===== src/hdl/fpuDefs.svh =====
`ifndef FPU_DEFS_SVH
`define FPU_DEFS_SVH

`default_nettype none

// floating-point register file geometry
`define FPU_NREGS	16		// number of FPRs
`define FPU_IDXW	4		// bits to address one FPR

`default_nettype wire

`endif


===== src/hdl/fpuPkg.sv =====
`include "fpuDefs.svh"

`default_nettype none

package fpuPkg;

	typedef logic [63:0] fpReg_t;				// raw IEEE double
	typedef logic [`FPU_IDXW-1:0] fpIdx_t;		// FPR number

	// compare sub-ops, srT gets the result
	typedef enum logic [1:0] {
		CMPEQ	= 2'd0,
		CMPGT	= 2'd1,
		CMPNE	= 2'd2,
		CMPGE	= 2'd3
	} fpCmpOp_e;

	typedef enum logic [1:0] {
		IDLE	= 2'd0,		// waiting for a command
		READ_RS	= 2'd1,		// fetching first operand
		READ_RT	= 2'd2,		// fetching second operand
		COMPARE	= 2'd3		// last capture, then result
	} execState_e;

endpackage

`default_nettype wire


===== src/hdl/fpRegIf.sv =====
`default_nettype none

// one access port into the FPR storage
interface fpRegIf import fpuPkg::*; ();

	logic	req;		// access request
	logic	we;			// write when set, else read
	fpIdx_t	idx;		// register number
	fpReg_t	wdata;		// write payload
	logic	gnt;		// access taken this edge
	fpReg_t	rdata;		// valid the cycle after a read

	modport requester (
		output	req, we, idx, wdata,
		input	gnt, rdata
	);

	modport arbiter (
		input	req, we, idx, wdata,
		output	gnt, rdata
	);

	modport storage (
		input	req, we, idx, wdata,
		output	rdata
	);

endinterface

`default_nettype wire


===== src/hdl/fpRegArb.sv =====
`default_nettype none

module fpRegArb import fpuPkg::*; (
	input  logic		clock,
	input  logic		rstN,
	fpRegIf.arbiter		host,			// host strobes, top priority
	fpRegIf.arbiter		exec,			// compare executor
	fpRegIf.requester	mem,			// toward storage
	output logic		hostRdValid		// host read data on rdata
);

	logic	hostSel;
	logic	selWe;
	fpIdx_t	selIdx;
	fpReg_t	selWdata;
	logic	hostRdLast;		// last read taken belonged to host

	assign hostSel = host.req;		// host always wins

	assign host.gnt = host.req;
	assign exec.gnt = exec.req && !host.req;	// only on idle host cycles

	always_comb begin
		if (hostSel) begin
			selWe = host.we;
			selIdx = host.idx;
			selWdata = host.wdata;
		end else begin
			selWe = exec.we;
			selIdx = exec.idx;
			selWdata = exec.wdata;
		end
	end

	assign mem.req = host.req || exec.req;
	assign mem.we = selWe;
	assign mem.idx = selIdx;
	assign mem.wdata = selWdata;

	// read data shared, each side knows when it is theirs
	assign host.rdata = mem.rdata;
	assign exec.rdata = mem.rdata;

	always_ff @(posedge clock or negedge rstN) begin
		if (!rstN) begin
			hostRdLast <= 1'b0;
		end else begin
			hostRdLast <= mem.req && mem.gnt && !mem.we && hostSel;
		end
	end

	assign hostRdValid = hostRdLast;

endmodule

`default_nettype wire


===== src/hdl/fpRegFile.sv =====
`include "fpuDefs.svh"

`default_nettype none

module fpRegFile import fpuPkg::*; (
	input  logic		clock,
	input  logic		rstN,
	fpRegIf.storage		port		// already arbitrated access
);

	fpReg_t	regArr [`FPU_NREGS];		// the FPRs

	// storage, cleared so reads after reset return zero
	always_ff @(posedge clock or negedge rstN) begin
		if (!rstN) begin
			for (int i = 0; i < `FPU_NREGS; i++) begin
				regArr[i] <= '0;
			end
		end else if (port.req && port.we) begin
			regArr[port.idx] <= port.wdata;
		end
	end

	// one-cycle read, holds until the next read
	always_ff @(posedge clock) begin
		if (port.req && !port.we) begin
			port.rdata <= regArr[port.idx];
		end
	end

endmodule

`default_nettype wire


===== src/hdl/fpuCmp.sv =====
`default_nettype none

module fpuCmp import fpuPkg::*; (
	input  fpCmpOp_e	opCmd,		// compare sub-op
	input  fpReg_t		regValRs,	// Rs value
	input  fpReg_t		regValRt,	// Rt value
	output logic		regOutSrT	// status bit
);

	logic			sgnRs;
	logic			sgnRt;
	logic [10:0]	expRs;
	logic [10:0]	expRt;
	logic [51:0]	fraRs;
	logic [51:0]	fraRt;

	logic			rsIsNaN;
	logic			rtIsNaN;

	logic			expEq;
	logic			expGt;

	// fraction split in three chunks, extra bit catches the borrow
	logic [18:0]	fraSub0;
	logic [18:0]	fraSub1;
	logic [16:0]	fraSub2;
	logic			fraEq0;
	logic			fraEq1;
	logic			fraEq2;
	logic			fraGt0;
	logic			fraGt1;
	logic			fraGt2;
	logic			fraEq;
	logic			fraGt;

	logic			magEq;
	logic			magGt;
	logic			cmpEq;
	logic			cmpGt;

	assign sgnRs = regValRs[63];
	assign sgnRt = regValRt[63];
	assign expRs = regValRs[62:52];
	assign expRt = regValRt[62:52];
	assign fraRs = regValRs[51:0];
	assign fraRt = regValRt[51:0];

	always_comb begin
		rsIsNaN = (expRs == 11'h7FF) && (fraRs != '0);
		rtIsNaN = (expRt == 11'h7FF) && (fraRt != '0);

		expEq = (expRs == expRt);
		expGt = (expRs > expRt);

		fraSub0 = {1'b0, fraRt[51:34]} - {1'b0, fraRs[51:34]};
		fraSub1 = {1'b0, fraRt[33:16]} - {1'b0, fraRs[33:16]};
		fraSub2 = {1'b0, fraRt[15:0]} - {1'b0, fraRs[15:0]};
		fraEq0 = (fraSub0 == '0);
		fraEq1 = (fraSub1 == '0);
		fraEq2 = (fraSub2 == '0);
		fraGt0 = fraSub0[18];		// borrow means Rs chunk larger
		fraGt1 = fraSub1[18];
		fraGt2 = fraSub2[16];

		fraEq = fraEq0 && fraEq1 && fraEq2;
		fraGt = fraGt0 ||
			(fraGt1 && fraEq0) ||
			(fraGt2 && fraEq0 && fraEq1);

		// magnitude order, exponent before fraction
		magEq = expEq && fraEq;
		magGt = expGt || (expEq && fraGt);

		case ({sgnRs, sgnRt})
			2'b00: begin
				cmpEq = magEq;
				cmpGt = magGt;
			end
			2'b01: begin
				cmpEq = 1'b0;
				cmpGt = 1'b1;		// positive beats negative
			end
			2'b10: begin
				cmpEq = 1'b0;
				cmpGt = 1'b0;
			end
			default: begin
				cmpEq = magEq;
				cmpGt = !magGt && !magEq;	// both negative, order flips
			end
		endcase

		if (rsIsNaN || rtIsNaN) begin	// unordered
			cmpEq = 1'b0;
			cmpGt = 1'b0;
		end

		case (opCmd)
			CMPEQ:		regOutSrT = cmpEq;
			CMPGT:		regOutSrT = cmpGt;
			CMPNE:		regOutSrT = !cmpEq;
			CMPGE:		regOutSrT = cmpGt || cmpEq;
			default:	regOutSrT = 1'b0;
		endcase
	end

endmodule

`default_nettype wire


===== src/hdl/fpuCore.sv =====
`default_nettype none

module fpuCore import fpuPkg::*; (
	input  logic		clock,
	input  logic		rstN,

	// host register access
	input  logic		hostWrEn,
	input  logic		hostRdEn,
	input  fpIdx_t		hostIdx,
	input  fpReg_t		hostWrData,
	output fpReg_t		hostRdData,
	output logic		hostRdValid,

	// compare command
	input  logic		cmdValid,
	input  fpCmpOp_e	cmdOp,
	input  fpIdx_t		cmdRs,
	input  fpIdx_t		cmdRt,
	output logic		busy,
	output logic		srT,
	output logic		srTValid
);

	fpRegIf hostBus ();
	fpRegIf execBus ();
	fpRegIf memBus ();

	// host strobes onto the host port
	assign hostBus.req = hostWrEn || hostRdEn;
	assign hostBus.we = hostWrEn;			// write wins over same-cycle read
	assign hostBus.idx = hostIdx;
	assign hostBus.wdata = hostWrData;
	assign hostRdData = hostBus.rdata;

	assign memBus.gnt = memBus.req;			// storage takes every access

	fpRegArb fpRegArb_i (
		.clock			(clock),
		.rstN			(rstN),
		.host			(hostBus),
		.exec			(execBus),
		.mem			(memBus),
		.hostRdValid	(hostRdValid)
	);

	fpRegFile fpRegFile_i (
		.clock	(clock),
		.rstN	(rstN),
		.port	(memBus)
	);

	fpuExec fpuExec_i (
		.clock		(clock),
		.rstN		(rstN),
		.cmdValid	(cmdValid),
		.cmdOp		(cmdOp),
		.cmdRs		(cmdRs),
		.cmdRt		(cmdRt),
		.busy		(busy),
		.srT		(srT),
		.srTValid	(srTValid),
		.mem		(execBus)
	);

endmodule

`default_nettype wire


===== src/hdl/fpuExec.sv =====
`default_nettype none

module fpuExec import fpuPkg::*; (
	input  logic		clock,
	input  logic		rstN,
	input  logic		cmdValid,		// start a compare
	input  fpCmpOp_e	cmdOp,
	input  fpIdx_t		cmdRs,
	input  fpIdx_t		cmdRt,
	output logic		busy,
	output logic		srT,			// compare result
	output logic		srTValid,		// one-cycle result pulse
	fpRegIf.requester	mem
);

	execState_e	state;
	fpCmpOp_e	opLatch;		// held while busy
	fpIdx_t		idxRs;
	fpIdx_t		idxRt;
	fpReg_t		valRs;
	fpReg_t		valRt;
	logic		rsPend;			// Rs on rdata this cycle
	logic		rtPend;			// Rt on rdata this cycle
	logic		cmpSrT;

	fpuCmp fpuCmp_i (
		.opCmd		(opLatch),
		.regValRs	(valRs),
		.regValRt	(valRt),
		.regOutSrT	(cmpSrT)
	);

	// read port, Rs first then Rt
	assign mem.req = (state == READ_RS) || (state == READ_RT);
	assign mem.we = 1'b0;
	assign mem.idx = (state == READ_RT) ? idxRt : idxRs;
	assign mem.wdata = '0;

	assign busy = (state != IDLE);

	always_ff @(posedge clock or negedge rstN) begin
		if (!rstN) begin
			state <= IDLE;
			rsPend <= 1'b0;
			rtPend <= 1'b0;
			srT <= 1'b0;
			srTValid <= 1'b0;
		end else begin
			rsPend <= (state == READ_RS) && mem.gnt;
			rtPend <= (state == READ_RT) && mem.gnt;
			srTValid <= 1'b0;
			case (state)
				IDLE: begin
					if (cmdValid)
						state <= READ_RS;
				end
				READ_RS: begin
					if (mem.gnt)
						state <= READ_RT;		// Rs lands while Rt is asked for
				end
				READ_RT: begin
					if (mem.gnt)
						state <= COMPARE;
				end
				default: begin
					// first COMPARE cycle only captures Rt
					if (!rtPend) begin
						srT <= cmpSrT;
						srTValid <= 1'b1;
						state <= IDLE;
					end
				end
			endcase
		end
	end

	always_ff @(posedge clock) begin
		if (state == IDLE && cmdValid) begin
			opLatch <= cmdOp;
			idxRs <= cmdRs;
			idxRt <= cmdRt;
		end
		if (rsPend)
			valRs <= mem.rdata;
		if (rtPend)
			valRt <= mem.rdata;
	end

endmodule

`default_nettype wire


===== config.mk =====
export PLATFORM = sky130hd
export DESIGN_NAME = fpuCore
export DESIGN_NICKNAME = d
export VERILOG_FILES = /design/src/hdl/fpuPkg.sv /design/src/hdl/fpRegIf.sv /design/src/hdl/fpRegArb.sv /design/src/hdl/fpRegFile.sv /design/src/hdl/fpuCmp.sv /design/src/hdl/fpuCore.sv /design/src/hdl/fpuExec.sv
export VERILOG_INCLUDE_DIRS = /design/src /design/src/hdl
export SDC_FILE = /design/constraint.sdc
export NUM_CORES = 2
export LEC_CHECK = 0
export ABC_AREA = 1
export BUFFER_PORTS_ARGS = -buffer_cell sky130_fd_sc_hd__clkbuf_2
export CORE_ASPECT_RATIO = 0.7
export CORE_MARGIN = 2
export CORE_UTILIZATION = 50
export CTS_BUF_LIST = sky130_fd_sc_hd__clkbuf_16
export DETAILED_ROUTE_END_ITERATION = 10
export PLACE_DENSITY = 0.66
export SKIP_LAST_GASP = 1
export SLEW_MARGIN = 20
export SYNTH_ARGS = -nofsm -noshare
export SYNTH_HDL_FRONTEND = slang
export SYNTH_SLANG_ARGS = --single-unit

===== constraint.sdc =====
create_clock -name clock -period 5.73 [get_ports clock]
set_input_delay 0.573 -clock clock [delete_from_list [all_inputs] [get_ports clock]]
set_output_delay 0.573 -clock clock [all_outputs]
set_load 0.01 [all_outputs]

# == Yosys cells after proc, flatten, opt, wreduce, memory -nomap -nowiden ==
# Cells that the tools add are included.
# totals
output_inout_bits,68
reg_bits,1233
# classes
add_sub_neg,3
eq_ne,14
reduce_logical,44
order_cmp,3
muxes,22
n_bitwise,3
# ops
cell,n
$bwmux W1024,1
$bmux W64 S4,1
$demux W64 S4,1
$mux W64,4
$reduce_bool A52 Y1,2
$logic_not A19 Y1,2
$sub A18 B18 Y19,2
$eq A11 B11 Y1 const B,2
$logic_and A1 B1 Y1,18
$logic_not A17 Y1,1
$sub A16 B16 Y17,1
$eq A11 B11 Y1,1
$gt A11 B11 Y1,1
$eq A2 B2 Y1 const B,4
$logic_or A1 B1 Y1,8
$mux W2,4
$mux W4,2
$eq A2 B1 Y1 const B,3
$logic_not A2 Y1,3
$mux W1,6
$pmux W2 S3,1
$ge A5 B5 Y1 const B,1
$logic_not A1 Y1,5
$lt A5 B1 Y1 const B,1
12 further kinds,14

# == Depth between registers and ports, before layout ==
# logic_depth
ltp_word,13
mapped_depth,27

# == Hierarchy ==
# From an unflattened synthesis, not the netlist that was laid out.
# hier_totals
cells_unflattened,8074
hier_area_um2,61262.5
# by_module_without_submodules
module,seq_area_each_um2,cells_each,instances,area_per_inst_um2
fpRegFile,27546.4,6598,1,49942.9
fpuExec,4294.1,255,1,5003.5
fpuCmp,0.0,858,1,4327.9
fpRegArb,25.0,360,1,1976.9
fpuCore,0.0,3,1,11.3

# == Worst setup path after synthesis ==
# No wires, ideal clock.
# synth_timing
kind,register to register
from,reg fpuExec_i.state[0]
to,reg fpRegFile_i.port.rdata[0] (enable)
setup_ns,0.508
arrival_ns,3.878
required_ns,5.222
path_stages_with_launch,5
n_path_buf,0
path_slack_ns,1.345
path_cell_list,dfrtp_1 inv_1 ha_1 inv_1 a21oi_1
# synth_between
elab_chain_len,4
# synth_lines
item,line,rtl
from (decl),fpuExec.sv:16,execState_e state;
from (signal assigned),fpuExec.sv:43,state <= IDLE;
from (signal assigned),fpuExec.sv:55,state <= READ_RS;
from (signal assigned),fpuExec.sv:59,state <= READ_RT;
$eq A2 B1 Y1 / $eq A2 B2 Y1 (equally long branches),fpuExec.sv:34,assign mem.req = (state == READ_RS) || (state == READ_RT);
$logic_or A1 B1 Y1 *,fpuExec.sv:34,
$logic_or A1 B1 Y1 *,fpRegArb.sv:35,assign mem.req = host.req || exec.req;
$logic_and A1 B1 Y1 *,fpRegFile.sv:26,if (port.req && !port.we) begin
to (signal assigned),fpRegFile.sv:27,port.rdata <= regArr[port.idx];
to (decl),fpRegIf.sv:25,output rdata
# Mark *: on every way between the ends. The rest lies on a longest branch, timed or not.
# A chain may end at the register's enable or synchronous reset.

# == Worst setup path in the final report ==
# layout_timing
from,reg fpuExec_i.state[0]
to,reg fpRegFile_i.regArr[336] (netlist bit)
# layout_between
elab_chain_len,9
# layout_lines
item,line,rtl
$eq A2 B2 Y1,"fpuExec.sv:34, fpuExec.sv:36",
$mux W4,fpuExec.sv:36,assign mem.idx = (state == READ_RT) ? idxRt : idxRs;
$mux W4,fpRegArb.sv:24,if (hostSel) begin
$not A4 Y5 (implied by the code),fpRegFile.sv:20,regArr[port.idx] <= port.wdata;
$ge A5 B5 Y1 (implied by the code) / $lt A5 B1 Y1 (equally long branches),fpRegFile.sv:20,
$logic_and A1 B1 Y1 (implied by the code),fpRegFile.sv:20,
$mux W64 (implied by the code),fpRegFile.sv:20,
$demux W64 S4,fpRegFile.sv:20,
$bwmux W1024,fpRegFile.sv:20,
"to (signal, indexed assignment)",fpRegFile.sv:20,
to (decl),fpRegFile.sv:11,fpReg_t regArr [`FPU_NREGS];
# Several ways; a longest one is shown, not always the timed one.

==> results summary <==
The peak supply drop came out at 0.260 mV. The placed wire-length estimate is 93,800 um. The number of pins exceeding their max-slew limit in the final report came out at 0. Fill cells in the final layout number 9,685. The share of synthesized area in the top cell type comes to 0.458. The worst endpoint required time is 6.32 ns. Sorting the synthesized cells by area gives the leading types as sky130_fd_sc_hd__dfrtp_1 (46%), sky130_fd_sc_hd__edfxtp_1 (11%), sky130_fd_sc_hd__nand2_1 (7.1%). Ranked by instance count, the synthesized netlist is headed by sky130_fd_sc_hd__nand2_1 (1,070), sky130_fd_sc_hd__dfrtp_1 (1,031), sky130_fd_sc_hd__inv_1 (807).

The port buffer count is 150. The sum of negative setup slack is 0 ns. The number of enable flip-flop cells after synthesis is 202. The combined buffer and inverter count along the critical path is 5.

Clock tree synthesis found a total of 1,233 sinks. The worst setup margin came out at 1.74 ns. The met3 routed wirelength came out at 15,800 um. After the first detailed-routing iteration, the DRC count stood at 4,186. The total number of placement rows is 103.

The first global-routing pass estimated 246,000 um of wire. The cell type contributing the most total cell area after synthesis is sky130_fd_sc_hd__dfrtp_1. The share of the clock period used by the worst path is 0.696.

In the routed design, unresolved DRC markers number 0. The starting density of the core came out at 0.502. The ratio of total power to cell area is 481 nW/um^2. Yosys instantiated no cell more often than sky130_fd_sc_hd__nand2_1. The final hold slack is 0.0378 ns. The placed standard-cell area is 58,500 sq um. The final count of hold timing violations is 0. The area enclosed by the die boundary came out at 115,000 sq um.

The run finished with clean final reports. On the critical path, the stage with the largest delay is an instance of sky130_fd_sc_hd__nor2_4. In the final layout, flip-flops and latches occupy 31,900 sq um.

Setup repair after global routing left no endpoint under its margin. Global routing finished with a remaining overflow of 0. Setup violations remaining at the end of the flow were counted as 0. At the pin with the least slew margin, the transition time is 1.18 ns. In this design, the stage delay of the slowest critical-path cell is 0.84 ns. Summed over all nets, wire length on met2 after detailed routing comes to 66,500 um. The share of async-settable or async-resettable flops after synthesis came out at 0.836. The synthesis-to-layout area growth is 10.5%.

Total power for the finished layout comes to 30.0 mW. The worst slack at placement came out at 1.60 ns. The mean number of vias per cell is 5.76.

The peak clock frequency supported by timing is 251 MHz. In the synthesized netlist the dominant register cell turns out to be sky130_fd_sc_hd__dfrtp_1. The endpoint arrival time on the critical path is 4.58 ns.

For this run, the total global-route usage over all layers was measured as 0.278. The number of antenna violations at the first check in global routing was 6. The weighted congestion reported at the end of routability-driven placement came out at 0.893.

The number of synthesis warnings came out at 0. In the synthesized netlist, the number of instances is 5,577. The number of buffers added by the clock tree synthesis step came out at 112.

In this run the remaining antenna-violating nets after routing total 0. The die boundary width came out at 405 um. Max-cap violations in this run came to 0. Synthesis produced a netlist with a net count of 5,731. The detailed-route wire length is 160,000 um. The sequential fraction of the synthesis area is 0.565. On the critical path the largest part of the delay comes from buffers and inverters. The post-synthesis cell type count came out at 40. The finished cells cover 62,300 sq um. The number of global-route vias before repair is 40,100. In the final layout, the share of cells above drive strength 1 is 0.131.

The deepest level of the CTS H-tree came out at 3. Dividing the detail-routed wire length by the instance count gives 22.3 um. The overall via count from detail_route is 41,300. The maximum clock path buffer count came out at 3. The routed design could run at a clock period as short as 3.99 ns. The I/O pin total is 151. The clock latency on the worst-skew pair came out at 0.73 ns. TritonCTS built the clock tree. Entering global routing, the biggest net connects 166 pins.

The clock root buffer master is sky130_fd_sc_hd__clkbuf_16. The cell area that synthesis handed to floorplanning was 56,400 sq um. Clock-pin slew was measured on the worst setup and hold paths at 0.07 ns.

The first TritonRoute pass finished after 6 iterations. Traced cell by cell, the critical path runs through inv_1 > ha_1 > nor2_1 > nor2_1 > o21ai_1 > o21ai_1 > inv_1 > nor2_4 > buf_4 > inv_2 > nor2_4 > buf_4 > mux2_1. The worst-case headroom to the max-slew limit came out at 0.211. The height of the chip is 285 um. The maximum fanout count along the critical path is 21. The post-synthesis average cell area is 10.1 sq um. The worst setup path is launched from a flip-flop. The worst hold path belongs to the class input pin to flip-flop. The floorplan core area came out at 112,000 sq um. The final setup skew came out at 0.0232 ns.

The detailed-routing wirelength on met1 came out at 74,200 um. In this run, synthesis produced a sequential element count of 1,233. The area occupied by multi-input gates is 20,100 sq um. The uppermost layer routed is met5. The nature of the critical path endpoint is a flip-flop.

The static leakage came out at 28.2 nW. The final layout contains 5,697 nets. The setup path with the least slack is of type flip-flop to flip-flop. In this run, post-CTS repair resized a total of 0 instances.
-- flip-flops by register name (all words and copies together) (netlist names) --
name	count
fpuExec_i.srTValid	1
fpuExec_i.idxRs	4
fpuExec_i.state	2
fpuExec_i.rtPend	1
fpuExec_i.opLatch	2
fpuExec_i.srT	1
fpRegArb_i.hostRdValid	1
fpuExec_i.valRs	64
fpRegFile_i.port.rdata	64
fpuExec_i.idxRt	4
fpuExec_i.valRt	64
fpuExec_i.rsPend	1
fpRegFile_i.regArr	1024
-- placed cells by master (no fill, tap or decap), types with 149 or more instances in the layout --
master,instances
sky130_fd_sc_hd__mux2_1,214
sky130_fd_sc_hd__dfrtp_1,1029
sky130_fd_sc_hd__o221ai_1,257
sky130_fd_sc_hd__mux2_2,298
sky130_fd_sc_hd__nand2_1,1070
sky130_fd_sc_hd__clkbuf_2,149
sky130_fd_sc_hd__inv_1,835
sky130_fd_sc_hd__a22oi_1,256
sky130_fd_sc_hd__o21ai_0,516
sky130_fd_sc_hd__edfxtp_1,202
-- through the flow --
stage               std cells   util
finish                   7166  0.555
floorplan                5577      -
global placement         6946  0.521
global route             7164  0.555
CTS                      7164  0.555
detailed placement       6946  0.521
-- what timing repair did --
item                                    in CTS  in global routing
hold buffers                                 5                  0
endpoints found under the setup margin       0                  0
setup buffers                                0                  0
hold endpoints to repair                    86                  0
-- cells by family after synthesis --
logic type	after synthesis	share of synthesized area
xor+xnor	5	0.000777
simple gates	1469	0.107
fa+ha+maj	71	0.0158
mux	512	0.102
compound gates	1102	0.127
buf+inv	1185	0.0813
flops	1233	0.565
-- power breakdown --
group | internal [mW] | switching, mW
Combinational | 3.14 | 4.51
Clock | 4.20 | 3.40
Sequential | 12.9 | 1.80
-- layer usage --
| metal | track usage | vias to the layer above |
|---|---|---|
| met1 | 0.430 | 20700 |
| met4 | 0.0607 | 2 |
| met5 | 0 | - |
| li1 | - | 18800 |
| met2 | 0.389 | 1593 |
| met3 | 0.0742 | 207 |
-- final timing paths --
kind / from / to / slack, ns / cells past startpoint
worst min-delay path: cmdRt[1] / fpuExec_i.idxRt[1] / 0.04 / 1
worst max register to register: fpuExec_i.state[0] / fpRegFile_i.regArr[336] / 1.74 / 13
worst min register to register: fpRegFile_i.port.rdata[22] / fpuExec_i.valRt[22] / 0.48 / 0
min in group asynchronous: rstN / fpRegFile_i.regArr[238] / 0.49 / 2
max in group asynchronous: rstN / fpRegFile_i.regArr[57] / 3.88 / 3
worst max-delay path: fpuExec_i.state[0] / fpRegFile_i.regArr[336] / 1.74 / 13
-- worst register-to-register path: cells and delay by family, from the launching register on --
kind | cells | cell delay [ns]
buffers and inverters | 5 | 1.21
AND/OR/NAND/NOR | 4 | 1.14
flip-flops | 1 | 0.44
AO/OA/AOI/OAI | 2 | 0.37
multiplexers | 1 | 0.36
adder cells (fa/ha/maj) | 1 | 0.34
-- area by class of cell --
type / count / area share
flip-flops and latches: 1233 / 0.512
inverters: 814 / 0.0493
repair buffers: 223 / 0.0266
multi-input cells: 3159 / 0.322
clock buffers: 117 / 0.0470
diodes: 2 / 0.0000803
well taps: 1522 / 0.0306
clock inverters: 96 / 0.0125
(Power assumes the default switching activity.)
